==> src/verilog/l1_store_pkg.sv <==
`default_nettype none

// Shared geometry for the L1 store buffer and its L2 link

package l1_store_pkg;

	// One pending store entry per hardware thread
	localparam int threads_per_core = 4;
	localparam int thread_idx_width = 2;

	// Cache line geometry
	localparam int line_bytes = 16;
	localparam int line_bits = 128;

	// Byte address layout. The low offset_width bits select a byte within a line
	localparam int addr_width = 32;
	localparam int offset_width = 4;

	typedef logic [thread_idx_width-1:0] thread_idx_t;

	typedef logic [line_bytes-1:0] line_mask_t;

	typedef logic [line_bits-1:0] line_data_t;

	typedef logic [addr_width-1:0] addr_t;

endpackage

`default_nettype wire

==> src/verilog/l1_store_top.sv <==
`timescale 1ns/100ps
`default_nettype none

// Store side of the L1 data cache, from the pipeline to the L2 link

module l1_store_top(
	input logic clk,
	input logic reset,

	// Store from the pipeline
	input logic store_en,
	input l1_store_pkg::addr_t store_addr,
	input l1_store_pkg::line_mask_t store_mask,
	input l1_store_pkg::line_data_t store_data,
	input logic store_sync,
	input l1_store_pkg::thread_idx_t store_thread,
	output logic store_rollback,
	output logic store_sync_success,

	// Load bypass
	input l1_store_pkg::addr_t bypass_addr,
	input l1_store_pkg::thread_idx_t bypass_thread,
	output l1_store_pkg::line_mask_t bypass_mask,
	output l1_store_pkg::line_data_t bypass_data,
	output logic [l1_store_pkg::threads_per_core-1:0] wake_bitmap,

	// L2 link
	output logic l2_req,
	input logic l2_ack,
	output l1_store_pkg::addr_t l2_addr,
	output l1_store_pkg::line_mask_t l2_mask,
	output l1_store_pkg::line_data_t l2_data,
	output logic l2_sync,
	output l1_store_pkg::thread_idx_t l2_idx,
	input logic l2_resp_req,
	input l1_store_pkg::thread_idx_t l2_resp_idx,
	input logic l2_resp_sync_success,
	output logic l2_resp_ack);

	import l1_store_pkg::*;

	logic [threads_per_core-1:0] addr_match;
	logic [threads_per_core-1:0] send_request;
	logic [threads_per_core-1:0] grant_oh;
	logic [threads_per_core-1:0] entry_valid;
	logic [threads_per_core-1:0] entry_sync;
	thread_idx_t grant_idx;
	logic grant_valid;
	logic port_ready;
	logic send_taken;
	logic write_en;
	logic write_combine;
	addr_t read_addr;
	line_mask_t read_mask;
	line_data_t read_data;
	logic response_valid;
	thread_idx_t response_idx;
	logic response_sync_success;

	assign grant_valid = |grant_oh;
	assign send_taken = grant_valid && port_ready;

	store_buffer_ctrl u_ctrl(
		.clk(clk),
		.reset(reset),
		.store_en(store_en),
		.store_sync(store_sync),
		.store_thread(store_thread),
		.addr_match(addr_match),
		.send_request(send_request),
		.send_taken(send_taken),
		.grant_oh(grant_oh),
		.response_valid(response_valid),
		.response_sync_success(response_sync_success),
		.response_idx(response_idx),
		.write_en(write_en),
		.write_combine(write_combine),
		.entry_valid(entry_valid),
		.entry_sync(entry_sync),
		.store_rollback(store_rollback),
		.store_sync_success(store_sync_success),
		.wake_bitmap(wake_bitmap));

	store_line_data u_line_data(
		.clk(clk),
		.reset(reset),
		.write_en(write_en),
		.write_thread(store_thread),
		.write_combine(write_combine),
		.write_mask(store_mask),
		.write_data(store_data),
		.write_addr(store_addr),
		.addr_match(addr_match),
		.read_thread(grant_idx),
		.read_addr(read_addr),
		.read_mask(read_mask),
		.read_data(read_data),
		.bypass_addr(bypass_addr),
		.bypass_thread(bypass_thread),
		.bypass_valid_entry(entry_valid[bypass_thread]),
		.bypass_mask(bypass_mask),
		.bypass_data(bypass_data));

	store_arbiter u_arbiter(
		.clk(clk),
		.reset(reset),
		.request(send_request),
		.advance(send_taken),
		.grant_oh(grant_oh),
		.grant_idx(grant_idx));

	l2_store_port u_l2_port(
		.clk(clk),
		.reset(reset),
		.grant_valid(grant_valid),
		.grant_idx(grant_idx),
		.send_addr(read_addr),
		.send_mask(read_mask),
		.send_data(read_data),
		.send_sync(entry_sync[grant_idx]),
		.port_ready(port_ready),
		.l2_req(l2_req),
		.l2_ack(l2_ack),
		.l2_addr(l2_addr),
		.l2_mask(l2_mask),
		.l2_data(l2_data),
		.l2_sync(l2_sync),
		.l2_idx(l2_idx),
		.l2_resp_req(l2_resp_req),
		.l2_resp_idx(l2_resp_idx),
		.l2_resp_sync_success(l2_resp_sync_success),
		.l2_resp_ack(l2_resp_ack),
		.response_valid(response_valid),
		.response_idx(response_idx),
		.response_sync_success(response_sync_success));

endmodule

`default_nettype wire

==> src/verilog/l2_store_port.sv <==
`timescale 1ns/100ps
`default_nettype none

// Four-phase request side and four-phase response side of the L2 store link

module l2_store_port(
	input logic clk,
	input logic reset,

	// Winning entry and its payload
	input logic grant_valid,
	input l1_store_pkg::thread_idx_t grant_idx,
	input l1_store_pkg::addr_t send_addr,
	input l1_store_pkg::line_mask_t send_mask,
	input l1_store_pkg::line_data_t send_data,
	input logic send_sync,
	output logic port_ready,

	// Request toward L2
	output logic l2_req,
	input logic l2_ack,
	output l1_store_pkg::addr_t l2_addr,
	output l1_store_pkg::line_mask_t l2_mask,
	output l1_store_pkg::line_data_t l2_data,
	output logic l2_sync,
	output l1_store_pkg::thread_idx_t l2_idx,

	// Response from L2
	input logic l2_resp_req,
	input l1_store_pkg::thread_idx_t l2_resp_idx,
	input logic l2_resp_sync_success,
	output logic l2_resp_ack,

	// Delivered response
	output logic response_valid,
	output l1_store_pkg::thread_idx_t response_idx,
	output logic response_sync_success);

	import l1_store_pkg::*;

	typedef enum logic [1:0] {
		req_idle,
		req_wait_ack,
		req_wait_release
	} req_state_t;

	req_state_t req_state;

	assign port_ready = req_state == req_idle;

	always_ff @(posedge clk, posedge reset)
	begin
		if (reset)
		begin
			req_state <= req_idle;
			l2_req <= 1'b0;
		end
		else
		begin
			case (req_state)
				req_idle:
					if (grant_valid)
					begin
						l2_req <= 1'b1;
						req_state <= req_wait_ack;
					end
				req_wait_ack:
					if (l2_ack)
					begin
						l2_req <= 1'b0;
						req_state <= req_wait_release;
					end
				default:
					if (!l2_ack)
						req_state <= req_idle;
			endcase
		end
	end

	// Payload stays put while l2_req is high since it only loads when idle
	always_ff @(posedge clk)
	begin
		if (port_ready && grant_valid)
		begin
			l2_addr <= send_addr;
			l2_mask <= send_mask;
			l2_data <= send_data;
			l2_sync <= send_sync;
			l2_idx <= grant_idx;
		end
	end

	// l2_resp_ack doubles as the state of the response side
	always_ff @(posedge clk, posedge reset)
	begin
		if (reset)
		begin
			l2_resp_ack <= 1'b0;
			response_valid <= 1'b0;
		end
		else
		begin
			response_valid <= l2_resp_req && !l2_resp_ack;
			if (!l2_resp_ack && l2_resp_req)
				l2_resp_ack <= 1'b1;
			else if (l2_resp_ack && !l2_resp_req)
				l2_resp_ack <= 1'b0;
		end
	end

	always_ff @(posedge clk)
	begin
		if (l2_resp_req && !l2_resp_ack)
		begin
			response_idx <= l2_resp_idx;
			response_sync_success <= l2_resp_sync_success;
		end
	end

endmodule

`default_nettype wire

==> src/verilog/store_arbiter.sv <==
`timescale 1ns/100ps
`default_nettype none

// Round-robin pick among the entries that have a line ready to send

module store_arbiter(
	input logic clk,
	input logic reset,
	input logic [l1_store_pkg::threads_per_core-1:0] request,
	input logic advance,
	output logic [l1_store_pkg::threads_per_core-1:0] grant_oh,
	output l1_store_pkg::thread_idx_t grant_idx);

	import l1_store_pkg::*;

	thread_idx_t last_winner;

	// Search starts at the entry just after the last winner and wraps around
	always_comb
	begin
		thread_idx_t candidate;
		logic found;

		grant_oh = '0;
		found = 1'b0;
		for (int offset = 1; offset <= threads_per_core; offset++)
		begin
			candidate = thread_idx_t'(last_winner + offset);
			if (!found && request[candidate])
			begin
				grant_oh[candidate] = 1'b1;
				found = 1'b1;
			end
		end
	end

	always_comb
	begin
		grant_idx = '0;
		for (int i = 0; i < threads_per_core; i++)
		begin
			if (grant_oh[i])
				grant_idx = grant_idx | thread_idx_t'(i);
		end
	end

	// Starting at the last index puts thread 0 first after reset
	always_ff @(posedge clk, posedge reset)
	begin
		if (reset)
			last_winner <= thread_idx_t'(threads_per_core - 1);
		else if (advance)
			last_winner <= grant_idx;
	end

endmodule

`default_nettype wire

==> src/verilog/store_buffer_ctrl.sv <==
`timescale 1ns/100ps
`default_nettype none

// Per-thread entry state and the accept, merge and rollback decisions for stores

module store_buffer_ctrl(
	input logic clk,
	input logic reset,

	// Store from the pipeline
	input logic store_en,
	input logic store_sync,
	input l1_store_pkg::thread_idx_t store_thread,
	input logic [l1_store_pkg::threads_per_core-1:0] addr_match,

	// Send arbitration
	output logic [l1_store_pkg::threads_per_core-1:0] send_request,
	input logic send_taken,
	input logic [l1_store_pkg::threads_per_core-1:0] grant_oh,

	// Responses from L2
	input logic response_valid,
	input logic response_sync_success,
	input l1_store_pkg::thread_idx_t response_idx,

	// Data store control
	output logic write_en,
	output logic write_combine,
	output logic [l1_store_pkg::threads_per_core-1:0] entry_valid,
	output logic [l1_store_pkg::threads_per_core-1:0] entry_sync,

	// Back to the pipeline
	output logic store_rollback,
	output logic store_sync_success,
	output logic [l1_store_pkg::threads_per_core-1:0] wake_bitmap);

	import l1_store_pkg::*;

	logic [threads_per_core-1:0] valid;
	logic [threads_per_core-1:0] sent;
	logic [threads_per_core-1:0] resp_received;
	logic [threads_per_core-1:0] sync;
	logic [threads_per_core-1:0] sync_success;
	logic [threads_per_core-1:0] waiting;

	logic [threads_per_core-1:0] store_here;
	logic [threads_per_core-1:0] send_this;
	logic [threads_per_core-1:0] can_combine;
	logic [threads_per_core-1:0] restart;
	logic [threads_per_core-1:0] update;
	logic [threads_per_core-1:0] rollback;

	always_comb
	begin
		for (int i = 0; i < threads_per_core; i++)
		begin
			store_here[i] = store_en && store_thread == thread_idx_t'(i);
			send_this[i] = send_taken && grant_oh[i];

			// Once the line is on its way to L2 its bytes can no longer change
			can_combine[i] = valid[i] && addr_match[i] && !sync[i] && !store_sync
				&& !sent[i] && !send_this[i];

			// The thread comes back after the response to pick up the success flag
			restart[i] = store_sync && valid[i] && sync[i] && resp_received[i];
			update[i] = store_here[i] && !restart[i] && (!valid[i] || can_combine[i]);

			// A first synchronized store suspends its thread even when the entry is free
			if (store_sync)
				rollback[i] = store_here[i] && !restart[i];
			else
				rollback[i] = store_here[i] && valid[i] && !can_combine[i];
		end
	end

	assign write_en = |update;
	assign write_combine = |(update & can_combine);
	assign send_request = valid & ~sent;
	assign entry_valid = valid;
	assign entry_sync = sync;
	assign wake_bitmap = {threads_per_core{response_valid}} & waiting;

	always_ff @(posedge clk, posedge reset)
	begin
		if (reset)
		begin
			valid <= '0;
			sent <= '0;
			resp_received <= '0;
			sync <= '0;
			sync_success <= '0;
			waiting <= '0;
			store_rollback <= 1'b0;
			store_sync_success <= 1'b0;
		end
		else
		begin
			for (int i = 0; i < threads_per_core; i++)
			begin
				if (send_this[i])
					sent[i] <= 1'b1;

				// Any delivered response wakes every waiting thread
				if (response_valid)
					waiting[i] <= 1'b0;

				if (response_valid && response_idx == thread_idx_t'(i))
				begin
					if (sync[i])
					begin
						resp_received[i] <= 1'b1;
						sync_success[i] <= response_sync_success;
					end
					else
						valid[i] <= 1'b0;
				end

				if (store_here[i] && restart[i])
					valid[i] <= 1'b0;

				if (update[i] && !can_combine[i])
				begin
					valid[i] <= 1'b1;
					sync[i] <= store_sync;
					sent[i] <= 1'b0;
					resp_received[i] <= 1'b0;
				end

				if (rollback[i])
					waiting[i] <= 1'b1;
			end

			store_rollback <= |rollback;
			store_sync_success <= |(store_here & restart & sync_success);
		end
	end

endmodule

`default_nettype wire

==> src/verilog/store_line_data.sv <==
`timescale 1ns/100ps
`default_nettype none

// Line data, byte mask and aligned address of every pending store entry

module store_line_data(
	input logic clk,
	input logic reset,

	// Store from the pipeline
	input logic write_en,
	input l1_store_pkg::thread_idx_t write_thread,
	input logic write_combine,
	input l1_store_pkg::line_mask_t write_mask,
	input l1_store_pkg::line_data_t write_data,
	input l1_store_pkg::addr_t write_addr,
	output logic [l1_store_pkg::threads_per_core-1:0] addr_match,

	// Entry selected for sending to L2
	input l1_store_pkg::thread_idx_t read_thread,
	output l1_store_pkg::addr_t read_addr,
	output l1_store_pkg::line_mask_t read_mask,
	output l1_store_pkg::line_data_t read_data,

	// Load bypass lookup
	input l1_store_pkg::addr_t bypass_addr,
	input l1_store_pkg::thread_idx_t bypass_thread,
	input logic bypass_valid_entry,
	output l1_store_pkg::line_mask_t bypass_mask,
	output l1_store_pkg::line_data_t bypass_data);

	import l1_store_pkg::*;

	line_data_t line_data[threads_per_core];
	line_mask_t line_mask[threads_per_core];
	addr_t line_addr[threads_per_core];
	addr_t aligned_write_addr;
	addr_t aligned_bypass_addr;

	assign aligned_write_addr = {write_addr[addr_width-1:offset_width], {offset_width{1'b0}}};
	assign aligned_bypass_addr = {bypass_addr[addr_width-1:offset_width],
		{offset_width{1'b0}}};

	// The controller qualifies these with the valid flag of each entry
	always_comb
	begin
		for (int i = 0; i < threads_per_core; i++)
			addr_match[i] = line_addr[i] == aligned_write_addr;
	end

	// Only the enabled byte lanes are written so a combine keeps older bytes
	always_ff @(posedge clk)
	begin
		if (write_en)
		begin
			for (int lane = 0; lane < line_bytes; lane++)
			begin
				if (write_mask[lane])
					line_data[write_thread][lane * 8+:8] <= write_data[lane * 8+:8];
			end

			if (write_combine)
			begin
				line_mask[write_thread] <= line_mask[write_thread] | write_mask;
			end
			else
			begin
				line_mask[write_thread] <= write_mask;
				line_addr[write_thread] <= aligned_write_addr;
			end
		end
	end

	assign read_addr = line_addr[read_thread];
	assign read_mask = line_mask[read_thread];
	assign read_data = line_data[read_thread];

	// A zero mask tells the load path that nothing is forwarded
	always_ff @(posedge clk, posedge reset)
	begin
		if (reset)
			bypass_mask <= '0;
		else if (bypass_valid_entry && line_addr[bypass_thread] == aligned_bypass_addr)
			bypass_mask <= line_mask[bypass_thread];
		else
			bypass_mask <= '0;
	end

	always_ff @(posedge clk)
	begin
		bypass_data <= line_data[bypass_thread];
	end

endmodule

`default_nettype wire
==> config.mk <==
export PLATFORM = sky130hd
export DESIGN_NAME = l1_store_top
export DESIGN_NICKNAME = d
export VERILOG_FILES = /design/src/verilog/l1_store_pkg.sv /design/src/verilog/l1_store_top.sv /design/src/verilog/l2_store_port.sv /design/src/verilog/store_arbiter.sv /design/src/verilog/store_buffer_ctrl.sv /design/src/verilog/store_line_data.sv
export SDC_FILE = /design/constraint.sdc
export NUM_CORES = 1
export LEC_CHECK = 0
export CORE_UTILIZATION = 60
export CTS_CLUSTER_SIZE = 24
export DETAILED_ROUTE_END_ITERATION = 10
export DONT_BUFFER_PORTS = 1
export GPL_TIMING_DRIVEN = 0
export PLACE_DENSITY = 0.83
export SLEW_MARGIN = 20
export SYNTH_ARGS = -nofsm -noshare
export SYNTH_HDL_FRONTEND = slang
export SYNTH_SLANG_ARGS = --single-unit
==> constraint.sdc <==
create_clock -name clk -period 7.74 [get_ports clk]
set_clock_uncertainty 0.1 [all_clocks]
set_input_delay 0.387 -clock clk [delete_from_list [all_inputs] [get_ports clk]]
set_output_delay 0.387 -clock clk [all_outputs]
set_load 0.02 [all_outputs]
==> impl_metrics.ini <==
[outcome]
outcome = finished clean

[layout]
seqCellArea_mm2 = 0.0298
nets = 3188
areaGrowthSynthToFinish_pct = 16.1
nFillCells = 4312
multiInputGateArea_mm2 = 0.0125
drive_gt1_share_pct = 15.0
final_cell_area_mm2 = 0.0501

[sta]
fin_crit_sh_pct = 72.2
fmax_mhz = 179
drv_slew = 0
relSlewSlack_pct = 20.6
rsz0062_at_grt = no
hold_violations = 0
tightest_slew_ns = 1.19
min_period_ns = 5.59
finalSetupViolCount = 0

[routing]
wl_per_cell_um = 34.2
dr_total_vias = 28500
drc_errors = 0
drt_iter0_markers = 4673
first_pass_iters = 6
viasPerCell = 7.14
routed_wl_um = 137000
drtAntennaViolNets = 0

[synthesis]
syn_area_mm2 = 0.0432
synth_warnings = 0
yosysTopAreaCellShare_pct = 60.3
synth_area_leaders = edfxtp_1 (60%), mux4_2 (10%), dfxtp_1 (5.9%), nor3_1 (4.1%), mux2i_1 (3.4%)
synthArstFlopShare_pct = 4.70
synth_edf_count = 866
ys.flop_type = edfxtp_1
synthCells = 2660
synthMostInstantiatedCell = edfxtp_1
synth-seq-cells = 1043
synth_area_leader_cell = edfxtp_1
synth_commonest_cells = edfxtp_1 (866), nor3_1 (353), mux4_2 (191)
ys_types = 67
avgSynthCellArea_um2 = 16.2
yosysSeqAreaShare_pct = 69.0

[power]
p_leak_nw = 16.6
peakVddDrop_mv = 0.564
powerDensity_mw_per_mm2 = 506
totalPowerFinal_mw = 25.4
p_seq_share_pct = 35.9
pwr-share-clk_pct = 21.0
combPwrFrac_pct = 43.1
net-switching-power_mw = 11.4
switching_share_pct = 44.9
p_int_mw = 14.0

[grt]
grt_start_max_net_pins = 90
grt.overflow.total = 0
grt_usage_pct = 37.1
antenna_found_initial = 8
grt_pass1_vias = 28600
grt_pass1_wl_um = 196000

[floorplan]
die-area_mm2 = 0.0730
pin_count = 552
start_util_pct = 61.1
rows = 97
die_width_um = 270
die_h_um = 270
core_mm2 = 0.0706

[setup_path]
crit_fanout = 17
reg2reg_setup_slack_ns = 2.15
worstReg2RegStart = u_ctrl.entry_valid[1]$_DFFE_PP0P_
cp-start-kind = flop
path_class = reg -> reg
r2r_end = u_line_data.line_data[1][116]$_DFFE_PP_
r2r_cells = 11
cp.arrival_ns = 5.77
cp.required_ns = 7.92
endpoint_kind = flop

[job]
cap_violations = 0

[cts]
cts_sinks = 1043
clk_path_buf_depth = 3
post_cts_buffers = 0
cts_made_buffers = 102
h-tree-depth = 3
cts_tree = done
root_buffer = clkbuf_16
clk_latency_ns = 0.67
path_clk_slew_ns = 0.06

[place]
dpl_cell_area_mm2 = 0.0447
routabilityCongestion = 0.995
dp_hpwl_um = 88700
port_buffers = 0

[worst_hold_path]
hold_path_class = in -> async
## placed cells by master (no fill, tap or decap), types with 59 or more instances in the layout
cell | netlist | routed
a211oi_1 | 145 | 145
and2_1 | 74 | 74
clkbuf_1 | 105 | 122
clkbuf_16 | 0 | 104
dfxtp_1 | 128 | 128
dlygate4sd3_1 | 0 | 179
edfxtp_1 | 866 | 866
mux2i_1 | 145 | 145
mux4_2 | 191 | 191
nand2_1 | 75 | 75
nor3_1 | 353 | 353
xnor2_1 | 59 | 59
xor2_1 | 82 | 82
## metal layers
metal	routed length (µm)	vias up	GRT usage (%)
met2	65400	2609	59.5
li1	-	11200	-
met5	34	-	0
met4	8740	4	20.2
met3	16200	524	9.11
met1	46400	14200	46.9
## per-stage QoR
stage	hold WS [ns]	cells	util, %	worst slack, ns	TNS, ns
after CTS	0.0312	3985	70.9	2.51	0
after floorplan	0.359	2663	-	1.50	0
final	0.0587	3997	70.9	2.15	0
after global placement	0.378	3603	62.8	-0.899	-152.70
after detailed placement	0.137	3614	63.2	2.51	0
after global routing	0.0666	3991	70.9	2.28	0
## final cells by class
cell class,instances,share of cell area [%]
antenna,11,0.0549
buffer,180,1.52
clock buffer,137,5.64
clock inverter,55,1.58
inverter,37,0.297
multi-input combinational,1403,25.0
sequential,1043,59.5
tap,940,2.35
timing repair buffer,191,4.13
## kinds of logic (layout without fill, tap and decap cells)
logic type / after synthesis / after routing / share of synthesized area [%]
xor gates and xnor gates: 141 / 141 / 2.86
muxes: 342 / 342 / 13.5
adders and majority gates: 9 / 9 / 0.261
DFF: 1043 / 1043 / 69.0
and+or+nand+nor: 661 / 661 / 7.97
buffers and inverters: 217 / 600 / 2.07
AOI/OAI and AO/OA: 246 / 246 / 4.31
other: 1 / 15 / 0.00869
## state kept, by name (all words and copies together), names as in the netlist, 2 cells and up
name and count:
u_l2_port.l2_idx 2, u_line_data.bypass_data 128, u_ctrl.entry_valid 4, u_line_data.line_addr 112
u_ctrl.sent 4, u_arbiter.last_winner 2, u_line_data.bypass_mask 16, u_ctrl.sync_success 4
u_ctrl.resp_received 4, u_ctrl.waiting 4, u_line_data.line_mask 64, u_l2_port.l2_data 128
u_ctrl.entry_sync 4, u_l2_port.l2_mask 16, u_line_data.line_data 512, u_l2_port.req_state 2
u_l2_port.response_idx 2, u_l2_port.l2_addr 28
## worst max path at each step
stage / start / to
after floorplan: u_arbiter.last_winner[0]$_DFFE_PP1N_ / u_l2_port.l2_addr[10]$_DFFE_PN_
after CTS: u_ctrl.entry_valid[1]$_DFFE_PP0P_ / u_line_data.line_data[1][112]$_DFFE_PP_
after global placement: u_arbiter.last_winner[0]$_DFFE_PP1N_ / u_l2_port.l2_data[93]$_DFFE_PN_
after detailed placement: store_sync / u_line_data.line_data[1][115]$_DFFE_PP_
after global routing: u_ctrl.entry_valid[1]$_DFFE_PP0P_ / u_line_data.line_data[1][112]$_DFFE_PP_
final: u_ctrl.entry_valid[1]$_DFFE_PP0P_ / u_line_data.line_data[1][116]$_DFFE_PP_
## what timing repair did
item / in CTS / in global routing
resized for setup: 0 / 0
endpoints found under the hold margin: 748 / 0
hold buffers: 179 / 0
## power by group through the flow
stage | Combinational [mW] | Sequential (mW) | Clock [mW]
global route | 11.3 | 9.15 | 5.52
finish | 10.9 | 9.11 | 5.32
detailed placement | 10.3 | 9.17 | 0
global placement | 9.67 | 9.12 | 0
CTS | 10.6 | 9.07 | 5.29
floorplan | 6.36 | 8.96 | 0
## worst max-delay path: stages, from the launching register on
cell	delay [ns]
dfrtp_1	0.32
buf_2	0.24
nand2b_1	0.14
nor3_1	0.58
nand3_1	0.31
nor4_1	0.87
o2111ai_1	0.31
and2_1	0.26
nor2_1	0.89
clkbuf_2	0.50
buf_16	0.23
and2_1	0.44
Note: power is estimated with default switching activity, not from simulation.
